===== src/mix_pkg.sv =====
// shared sizes, shift field codes and word types for the MIX shift unit, imported by every block
package mix_pkg;

	// a MIX byte holds 64 values
	localparam int BYTE_BITS = 6;

	// five bytes per magnitude, sign kept apart
	localparam int WORD_BYTES = 5;
	localparam int WORD_BITS = BYTE_BITS * WORD_BYTES;

	// field part of the instruction selects the shift
	localparam int FIELD_BITS = 6;

	// shift count m, already resolved from address and index
	localparam int COUNT_BITS = 12;

	// one-hot slots of the even remainder modulo 10
	localparam int REM10_BITS = 5;

	// magnitude of A or X
	typedef logic [WORD_BITS-1:0] mag_t;

	// instruction field
	typedef logic [FIELD_BITS-1:0] field_t;

	// byte count of a shift
	typedef logic [COUNT_BITS-1:0] count_t;

	// one-hot even part of m modulo 10
	// bit i set means a remainder of 2*i, so 0, 2, 4, 6 or 8
	// the odd part is carried by m[0] on its own
	typedef logic [REM10_BITS-1:0] rem10_t;

	// field codes of operation code 6
	// shift left A, signs untouched
	localparam field_t FIELD_SLA = 6'd0;

	// shift right A
	localparam field_t FIELD_SRA = 6'd1;

	// shift left A:X as one ten-byte value
	localparam field_t FIELD_SLAX = 6'd2;

	// shift right A:X
	localparam field_t FIELD_SRAX = 6'd3;

	// rotate A:X left, count taken modulo 10
	localparam field_t FIELD_SLC = 6'd4;

	// rotate A:X right
	localparam field_t FIELD_SRC = 6'd5;

	// codes 6 to 63 are no shift at all
	// the unit still answers with a stop pulse

endpackage


===== src/mix_regs.sv =====
// registers A and X with their signs, preset by the load port and updated on shift stop
module mix_regs (
	input logic clk,
	input logic rst,
	input logic load,
	input mix_pkg::mag_t load_a,
	input mix_pkg::mag_t load_x,
	input logic load_sign_a,
	input logic load_sign_x,
	input mix_pkg::mag_t outa,
	input mix_pkg::mag_t outx,
	input logic stop,
	output mix_pkg::mag_t ra,
	output mix_pkg::mag_t rx,
	output logic sign_a,
	output logic sign_x
);

	// magnitudes, written by load or by a finished shift
	always_ff @(posedge clk) begin
		if (rst) begin
			ra <= '0;
			rx <= '0;
		end else if (load) begin
			ra <= load_a;
			rx <= load_x;
		end else if (stop) begin
			// result is valid in the stop cycle only
			ra <= outa;
			rx <= outx;
		end
	end

	// signs change only through the load port
	always_ff @(posedge clk) begin
		if (rst) begin
			sign_a <= 1'b0;
			sign_x <= 1'b0;
		end else if (load) begin
			sign_a <= load_sign_a;
			sign_x <= load_sign_x;
		end
	end

endmodule


===== config.mk =====
export PLATFORM = sky130hd
export DESIGN_NAME = mix_regs
export DESIGN_NICKNAME = d
export VERILOG_FILES = /design/src/mix_pkg.sv /design/src/mix_regs.sv
export SDC_FILE = /design/constraint.sdc
export NUM_CORES = 1
export LEC_CHECK = 0
export BUFFER_PORTS_ARGS = -buffer_cell sky130_fd_sc_hd__buf_2
export CAP_MARGIN = 20
export CORE_ASPECT_RATIO = 0.5
export CORE_MARGIN = 2
export CORE_UTILIZATION = 38
export CTS_CLUSTER_DIAMETER = 100
export DETAILED_ROUTE_END_ITERATION = 16
export GPL_TIMING_DRIVEN = 0
export PLACE_DENSITY_LB_ADDON = 0.3
export SYNTH_ARGS = -nofsm -noshare
export SYNTH_HDL_FRONTEND = slang
export SYNTH_SLANG_ARGS = --single-unit

===== constraint.sdc =====
create_clock -name clk -period 0.8 [get_ports clk]
set_input_delay 0.16 -clock clk [delete_from_list [all_inputs] [get_ports clk]]
set_output_delay 0.16 -clock clk [all_outputs]
set_load 0.01 [all_outputs]

==> results.sh <==
export IMPL_cp_depth=1
export IMPL_hp_start="load_sign_a"
export IMPL_setup_viol=63
export IMPL_cts_buffers=9
export IMPL_grt_pass1_wl_mm=12.88
export IMPL_total_power_w=0.009271
export IMPL_area_growth_pct=67.51
export IMPL_rsz0062_at_grt="true"
export IMPL_hpwl_mm=5.804
export IMPL_cts_tree="yes"
export IMPL_timing_final_ws_setup_ns=-0.1310
export IMPL_period_minus_slack_ns=0.9310
export IMPL_worstPathRequired_ns=0.64
export IMPL_cts_path_max_buffers=2
export IMPL_ys_warn_count=0
export IMPL_cellPowerDensity_mw_per_mm2=1891
export IMPL_violations="negative setup slack"
export IMPL_ant_nets=0
export IMPL_cts_root_buf="clkbuf_16"
export IMPL_num_vias=2776
export IMPL_hold_depth=3
export IMPL_yosysSeqAreaShare_pct=42.41
export IMPL_finalCritPeriodShare_pct=116.4
export IMPL_grt_pass1_vias=2696
export IMPL_path_cells="buf_6"
export IMPL_grt_overflow_total=0
export IMPL_slew_headroom_pct=66.77
export IMPL_max_vdd_ir_drop_mv=1.283
export IMPL_tns_ns=-7.184
export IMPL_start_kind="flip-flop"
export IMPL_dp_cells=554
export IMPL_core_area_sq_mm=0.007405
export IMPL_r2r_slack_ns=-0.01
export IMPL_first_iter_violations=76
export IMPL_fillers=632
export IMPL_synth_cell_type_count=13
export IMPL_max_stage_delay_ns=0.34
export IMPL_slowest_stage="dfxtp_2"
export IMPL_critPathMaxFanout=2
export IMPL_final_layout_size_suffix_gt1_share_pct=63.62
export IMPL_finClkSkew_ns=0
export IMPL_wl_per_cell_um=14.69
export IMPL_netlist_area_sq_mm=0.002927
export IMPL_drt_total_wl_mm=8.475
export IMPL_status="finished, violations left"
export IMPL_crit_path_end_kind="output pin"
export IMPL_initial_core_util_pct=39.52
export IMPL_max_freq_mhz=1074
export IMPL_rows=22
export IMPL_n_antenna_cell=0
export IMPL_clk_latency_ns=0.32
export IMPL_worstHoldEndpoint="sign_a$_SDFFE_PP0P_"
export IMPL_ctsHtreeMaxLevel=3
export IMPL_drcViolationCount=0
export IMPL_finalHoldViolCount=0
export IMPL_cp_top_family="flip-flops"
export IMPL_leakagePower_nw=2.309
export IMPL_path_clk_slew_ns=0.05
export IMPL_r2r_start="ra[25]$_SDFFE_PP0P_"
export IMPL_reg2reg_to="ra[25]$_SDFFE_PP0P_"
export IMPL_dieArea_sq_mm=0.008462
export IMPL_instances_no_fill=577
export IMPL_portBuffers=184
export IMPL_syn_num_nets=400
export IMPL_antenna_found_initial=0
export IMPL_cap_violations=0
export IMPL_routed_via_density=4.811
export IMPL_worstPathArrival_ns=0.77
export IMPL_syn_instance_count=274
export IMPL_cts_sinks=62
export IMPL_grt_start_max_net_pins=11
export IMPL_dr_pass1_iters=5
export IMPL_hold_path_class="in -> reg"
export IMPL_worstMarginPinSlew_ns=0.4984
export IMPL_gp_congestion=0.7665
export IMPL_die_y_um=66.06
export IMPL_worstRegToRegCells=3
export IMPL_drv_slew=0
export IMPL_crit_buf_inv=1
export IMPL_path_class="reg -> out"
export IMPL_ioPinCount=188
export IMPL_fp_dieW_um=128.1
export IMPL_nNetsFinal=602
export IMPL_grtUsageTotal_pct=19.94
export IMPL_synth_avg_cell_area_sq_um=10.68
export IMPL_ys_ff_latch=62
flip-flops by register name, summed over array words and instances (netlist names):
register  flops
ra           30
rx           30
sign_a        1
sign_x        1
metal layers:
layer	GRT usage, %	vias up	share of wire [%]
li1	-	1392	-
met1	22.40	1284	42
met2	35.96	84	51
met3	6.230	16	4.9
met4	7.692	0	1.7
met5	0	-	0
cell usage after synthesis:
master | number | area share [%]
buf_2 | 4 | 0.68
buf_8 | 6 | 3.1
mux2i_1 | 62 | 21
clkbuf_2 | 1 | 0.17
dfxtp_1 | 62 | 42
clkbuf_1 | 14 | 1.8
nor2_1 | 2 | 0.26
inv_2 | 1 | 0.13
a211oi_1 | 51 | 13
buf_6 | 1 | 0.38
buf_1 | 1 | 0.13
nor2b_1 | 60 | 13
a211oi_2 | 9 | 3.8
logic make-up (layout without fill, tap and decap cells):
logic type	Yosys count	in the layout	synth area share [%]
muxes	62	62	21.21
DFF	62	62	42.41
and+or+nand+nor	62	62	13.08
AOI/OAI and AO/OA	60	60	16.93
buffers and inverters	28	235	6.370
placed cells by master, fill, tap and decap left out:
| master | instances |
|---|---|
| buf_2 | 125 |
| buf_6 | 66 |
| dfxtp_2 | 62 |
| mux2i_1 | 61 |
| nor2b_1 | 60 |
| a211oi_1 | 48 |
| a211oi_2 | 12 |
| clkbuf_16 | 9 |
| clkbuf_2 | 7 |
| clkbuf_8 | 7 |
| buf_8 | 6 |
| buf_4 | 5 |
| clkbuf_1 | 4 |
| clkinv_2 | 3 |
| nor2_1 | 2 |
| inv_2 | 1 |
| buf_12 | 1 |
| mux2i_4 | 1 |
| bufinv_16 | 1 |
power breakdown:
group          total [W]  internal [W]  switching [W]
registers        0.00354       0.00338       0.000164
clock network    0.00389       0.00256        0.00133
logic            0.00184       0.00110       0.000740
final cells by class:
cell class / count / area [sq um] / area share, %
Multi-Input combinational cell: 184 / 1526 / 31.14
Timing Repair Buffer: 191 / 1369 / 27.92
Sequential cell: 62 / 1319 / 26.90
Buffer: 27 / 262.8 / 5.360
Clock buffer: 12 / 256.5 / 5.232
Tap cell: 96 / 120.1 / 2.450
Clock inverter: 4 / 45.04 / 0.9188
Inverter: 1 / 3.754 / 0.07657
per-stage QoR:
step	setup WS, ns	instance area [sq um]	hold WS (ns)	util, %
floorplan	-0.01848	3005	0.3072	-
global placement	-0.2213	4046	0.3909	54.65
detailed placement	-0.2400	4046	0.4110	54.65
CTS	-0.1368	4821	0.06184	65.11
global route	-0.1591	4902	0.08370	66.20
finish	-0.1310	4902	0.06844	66.20
what timing repair did:
item,CTS,global route
endpoints found under the hold margin,0,0
setup buffers,1,6
endpoints found under the setup margin,62,69
resized for setup,124,9
hold buffers,0,0
pin swaps,0,3
worst max path at each step:
stage,startpoint,endpoint
2_1_floorplan,stop,ra[11]$_SDFFE_PP0P_
3_3_place_gp,rst,rx[19]$_SDFFE_PP0P_
6_report,rx[11]$_SDFFE_PP0P_,rx[11]
5_1_grt,ra[4]$_SDFFE_PP0P_,ra[4]
3_5_place_dp,rst,rx[23]$_SDFFE_PP0P_
4_1_cts,ra[23]$_SDFFE_PP0P_,ra[23]
Note: power is estimated with default switching activity, not from simulation.
