[src/mix_pkg.sv]
// shared sizes, shift field codes and word types for the MIX shift unit, imported by every block
package mix_pkg;

	// a MIX byte holds 64 values
	localparam int BYTE_BITS = 6;

	// five bytes per magnitude, sign kept apart
	localparam int WORD_BYTES = 5;
	localparam int WORD_BITS = BYTE_BITS * WORD_BYTES;

	// field part of the instruction selects the shift
	localparam int FIELD_BITS = 6;

	// shift count m, already resolved from address and index
	localparam int COUNT_BITS = 12;

	// one-hot slots of the even remainder modulo 10
	localparam int REM10_BITS = 5;

	// magnitude of A or X
	typedef logic [WORD_BITS-1:0] mag_t;

	// instruction field
	typedef logic [FIELD_BITS-1:0] field_t;

	// byte count of a shift
	typedef logic [COUNT_BITS-1:0] count_t;

	// one-hot even part of m modulo 10
	// bit i set means a remainder of 2*i, so 0, 2, 4, 6 or 8
	// the odd part is carried by m[0] on its own
	typedef logic [REM10_BITS-1:0] rem10_t;

	// field codes of operation code 6
	// shift left A, signs untouched
	localparam field_t FIELD_SLA = 6'd0;

	// shift right A
	localparam field_t FIELD_SRA = 6'd1;

	// shift left A:X as one ten-byte value
	localparam field_t FIELD_SLAX = 6'd2;

	// shift right A:X
	localparam field_t FIELD_SRAX = 6'd3;

	// rotate A:X left, count taken modulo 10
	localparam field_t FIELD_SLC = 6'd4;

	// rotate A:X right
	localparam field_t FIELD_SRC = 6'd5;

	// codes 6 to 63 are no shift at all
	// the unit still answers with a stop pulse

endpackage

[src/mix_mod10.sv]
// combinational reduction of the shift count to its even remainder modulo 10, feeds mix_shift
module mix_mod10 (
	input mix_pkg::count_t m,
	output mix_pkg::rem10_t rem10
);
	import mix_pkg::*;

	// partial sums per bit group, counted in units of two bytes
	logic [3:0] sum_g0;
	logic [3:0] sum_g1;
	logic [3:0] sum_g2;
	logic [3:0] sum_g3;

	// one-hot partial remainders
	rem10_t part0;
	rem10_t part1;
	rem10_t part2;
	rem10_t part3;

	// first adder level
	rem10_t lvl1_lo;
	rem10_t lvl1_hi;

	// small sum to one-hot slot, reduced modulo 5
	function automatic rem10_t onehot5(input logic [3:0] v);
		rem10_t r;
		r = '0;
		for (int i = 0; i < REM10_BITS; i++) begin
			r[i] = ((v % REM10_BITS) == i);
		end
		return r;
	endfunction

	// modulo-5 adder on one-hot operands
	function automatic rem10_t add5(input rem10_t a, input rem10_t b);
		rem10_t s;
		s = '0;
		for (int i = 0; i < REM10_BITS; i++) begin
			for (int j = 0; j < REM10_BITS; j++) begin
				s[(i + j) % REM10_BITS] |= a[i] & b[j];
			end
		end
		return s;
	endfunction

	// 2^k mod 10 cycles through 2, 4, 8, 6 from bit 1 upward
	// halved this gives the slot weights 1, 2, 4, 3
	always_comb begin
		sum_g0 = (m[1] ? 4'd1 : 4'd0) + (m[2] ? 4'd2 : 4'd0) + (m[3] ? 4'd4 : 4'd0);
		sum_g1 = (m[4] ? 4'd3 : 4'd0) + (m[5] ? 4'd1 : 4'd0) + (m[6] ? 4'd2 : 4'd0);
		sum_g2 = (m[7] ? 4'd4 : 4'd0) + (m[8] ? 4'd3 : 4'd0) + (m[9] ? 4'd1 : 4'd0);
		sum_g3 = (m[10] ? 4'd2 : 4'd0) + (m[11] ? 4'd4 : 4'd0);
	end

	assign part0 = onehot5(sum_g0);
	assign part1 = onehot5(sum_g1);
	assign part2 = onehot5(sum_g2);
	assign part3 = onehot5(sum_g3);

	// two levels, so the tree stays shallow ahead of the engine register
	assign lvl1_lo = add5(part0, part1);
	assign lvl1_hi = add5(part2, part3);
	assign rem10 = add5(lvl1_lo, lvl1_hi);

endmodule

[config.mk]
export PLATFORM = sky130hd
export DESIGN_NAME = mix_mod10
export DESIGN_NICKNAME = d
export VERILOG_FILES = /design/src/mix_pkg.sv /design/src/mix_mod10.sv
export SDC_FILE = /design/constraint.sdc
export NUM_CORES = 1
export LEC_CHECK = 0
export BUFFER_PORTS_ARGS = -buffer_cell sky130_fd_sc_hd__buf_2
export CAP_MARGIN = 10
export CORE_ASPECT_RATIO = 0.9
export CORE_MARGIN = 2
export CORE_UTILIZATION = 61
export DETAILED_ROUTE_END_ITERATION = 10
export PLACE_DENSITY_LB_ADDON = 0.2
export SLEW_MARGIN = 20
export SYNTH_ARGS = -nofsm -noshare
export SYNTH_HDL_FRONTEND = slang
export SYNTH_SLANG_ARGS = --single-unit
[constraint.sdc]
create_clock -name vclk -period 3.5
set_clock_uncertainty 0.15 [all_clocks]
set_input_delay 0.175 -clock vclk [all_inputs]
set_output_delay 0.175 -clock vclk [all_outputs]
set_load 0.05 [all_outputs]
==> results.md <==
- Of the total synthesized cell area, the portion taken by full adders, half adders and majority gates is 0.149.
- After detailed routing, the number of vias per cell comes to 8.52.
- The total number of sequential cells is 0.
- Synthesis handed over a netlist of 189 instances.
- Of the total synthesized cell area, the portion taken by AND, OR, NAND and NOR gates is 0.253.
- The final route contains 2207 vias.
- In the finished design, the share of the clock period the worst path needs comes to 1.12.
- The kind of end point of the critical path is an output port.
- The number of top-level design ports is 17.
- The congestion estimate from routability-driven global placement came to 0.872.
- The core region is 2160 µm².
- For this run, the top clock speed supported by timing is 0.254 GHz.
- The initial cell density of the core is 0.645.
- Summing all multi-input logic gate instances after layout gives 1580 µm².
- The switching fraction of total power is 0.590.
- The startpoint of the most critical setup path is m[1].
- The worst min-delay path class is input port to output port.
- After global routing the overflow that remains totals 0.
- The power density of the placed cells is 229 nW/µm².
- Setup violations remaining at the end of the flow were counted as 5.
- The number of pins exceeding their max-slew limit in the final report was 0.
- The initial antenna violation count is 0.
- The setup TNS after final layout is -1.81 ns.
- The remaining routing DRC violations is 0.
- For this block, the initial DRC count from the detailed router was 299.
- The placed standard-cell area is 1740 µm².
- The critical path required time is 3.17 ns.
- The die width is 54.4 µm.
- The instance count along the most critical hold path is 3.
- Summing all flip-flop and latch instances after layout gives 0 µm².
- The number of rows created at floorplan is 16.
- The worst hold path begins at m[11].
- The minimum setup slack in the final design is -0.435 ns.
- By area, the combinational part of the netlist is dominated by compound AO/OA/AOI/OAI gates.
- Of the total synthesized cell area, the portion taken by XOR and XNOR cells is 0.0242.
- The type of element launching the critical path is an input port.
- The clock network fraction of total power is 0.
- The cell area after technology mapping is 1400 µm².
- The average footprint of a synthesized cell is 7.38 µm².
- The kind of critical path is input port to output port.
- Walking the worst path, the cells encountered are buf_2 -> inv_1 -> ha_1 -> inv_1 -> ha_1 -> a211oi_1 -> a21oi_4 -> and3_1 -> o21ai_1 -> o221ai_4 -> a222oi_1 -> nand3_1 -> mux2_4 -> buf_8.
- Together, buffers and inverters on the worst path number 4.
- The share of synthesized area in the top cell type comes to 0.135.
- The share of post-route cells with drive strength above 1 is 0.466.
- Relative to the synthesized area, the layout overhead comes to 48.3%.
- The flow ran to the end, but the final reports show violations.
- The total die area is 2690 µm².
- The largest single stage delay on the critical path is 0.60 ns.
- The highest net fanout along the worst path is 10.
- The total nets after synthesis is 217.
- Entering global routing, the biggest net connects 13 pins.
- The family of cells with the greatest summed delay on the critical path is compound AO/OA/AOI/OAI gates.
- The sequential power share is 0.
- The analysis attributes to net switching a power of 280 µW.
- The total half-perimeter wirelength after legalization and detailed placement is 3.36 mm.
- At the worst endpoint, the arrival time is 3.61 ns.
- The checks that failed: negative setup slack.
- Sorting the synthesized cells by area gives the leading types as sky130_fd_sc_hd__ha_1 13%, sky130_fd_sc_hd__o21ai_0 4.3%, sky130_fd_sc_hd__nand2_1 3.8%.
- Measured against the total synthesized area, the mux share comes to 0.0404.
- Sorting the synthesized cells by how often they occur yields 15 x sky130_fd_sc_hd__ha_1, 14 x sky130_fd_sc_hd__nand2_1, 12 x sky130_fd_sc_hd__inv_1, 12 x sky130_fd_sc_hd__nor2_1, 12 x sky130_fd_sc_hd__o21ai_0.
- The pre-antenna-repair detailed-routing pass consisted of 6 iterations.
- The diode insertion count for antenna repair is 0.
- The number of buffers inserted for hold repair after clock tree synthesis is 0.
- The number of global-route vias before repair is 1810.
- The largest vdd supply drop is 0.000183 V.
- The number of maximum-capacitance violations is 0.
- The global-route wire length before repair is 7.68 mm.
- The number of failing hold endpoints at the final stage is 0.
- For this design, the slowest cell found on the critical path is sky130_fd_sc_hd__a211oi_1.
- The share of the Yosys chip area taken by registers is 0.
- For the pin with the worst max-slew slack, the measured transition is 0.641 ns.
- The static leakage power is 0.000866 µW.
- Headroom to the max-slew limit came out at 0.570.
- In this run the vertical extent of the chip is 49.4 µm.
- The area fraction in compound gates after synthesis is 0.465.
- After routing the design area is 2070 µm².
- The count of warnings emitted by yosys is 0.
- Setup repair after global routing could not meet its margin everywhere.
- The most frequent cell after synthesis is sky130_fd_sc_hd__ha_1.
- Input and output buffers added on the ports amount to 16.
- The final routed wirelength across all metal layers is 7.10 mm.
- The clock buffer instance count of the final layout is 0.
- Measured on the finished design, the core utilization comes to 0.957.
- The count of nets left with antenna violations after detail routing is 0.
- After layout, the minimum clock period comes to 3.93 ns.
- Internal power comes to 195 µW.
- The routed length per placed instance is 27.4 µm.
- The combined global-route utilization of all metal layers is 0.364.
- The distinct cell type count of the synthesized netlist is 73.
- sky130_fd_sc_hd__ha_1 takes more of the synthesized area than any other cell.
- Of the total power, combinational logic draws 1.000.
- In this run the number of cells on the critical path is 14.
- For this run, the post-layout net count is 262.
- Fill cells in the final layout number 54.
## area by class of cell
class                      count  area share
inverter                      12      0.0218
multi-input combinational    168       0.764
tap                           27      0.0163
timing repair buffer          52       0.198
## cells in the final DEF (no fill, tap or decap), drive strengths merged, types with 3 or more instances in the layout
cell type	instances
nand4	4
ha	15
a21o	3
nor2	12
a2111oi	3
nor3	3
a222oi	3
o22ai	4
a2bb2oi	3
mux2i	3
a21oi	11
a22oi	3
o21ai	14
a211oi	4
nand2	14
a22o	4
or2	3
inv	12
buf	52
and3	5
o2bb2ai	3
nand4b	4
nand3	6
## per-stage QoR
step / hold slack (ns) / std cells / total power [µW] / setup slack (ns)
after global routing: 0.663 / 259 / 493 / -0.596
after floorplan: 0.294 / 189 / 232 / -0.0266
after global placement: 0.667 / 254 / 315 / -0.126
final: 0.675 / 259 / 475 / -0.435
after CTS: 0.637 / 255 / 358 / -0.0187
after detailed placement: 0.679 / 254 / 333 / -0.351
## final timing paths
check,end,slack (ns)
hold / removal,rem10[0],0.68
setup / recovery,rem10[3],-0.43
## tightest hold or removal path, stage by stage
cell and delay, ns:
sky130_fd_sc_hd__buf_2 0.25, sky130_fd_sc_hd__a21oi_4 0.09, sky130_fd_sc_hd__buf_6 0.14
## routing by layer
layer  vias to the layer above  GRT usage  wire (µm)
li1                        842          -          -
met1                       949      0.392       2260
met2                       287      0.659       2990
met3                       129     0.0613       1020
met4                         0      0.167        822
met5                         -          0          0
## repair_timing
action,CTS,global route
buffers inserted,1,4
endpoints found under the hold margin,0,0
pin swaps,7,23
setup endpoints to repair,5,5
gates resized for setup,21,45
## power groups by stage
| stage | combinational, µW | clock (µW) | sequential [µW] |
|---|---|---|---|
| 2_1_floorplan | 232 | 0 | 0 |
| 5_1_grt | 493 | 0 | 0 |
| 6_report | 475 | 0 | 0 |
| 3_5_place_dp | 333 | 0 | 0 |
| 3_3_place_gp | 315 | 0 | 0 |
| 4_1_cts | 358 | 0 | 0 |
## kinds of logic after synthesis
family                   after synthesis
AO/OA/AOI/OAI                         80
XOR/XNOR                               3
adder cells (fa/ha/maj)               16
buffers and inverters                 21
multiplexers                           5
AND/OR/NAND/NOR                       64
No activity file was read; power rests on OpenSTA's default activity.
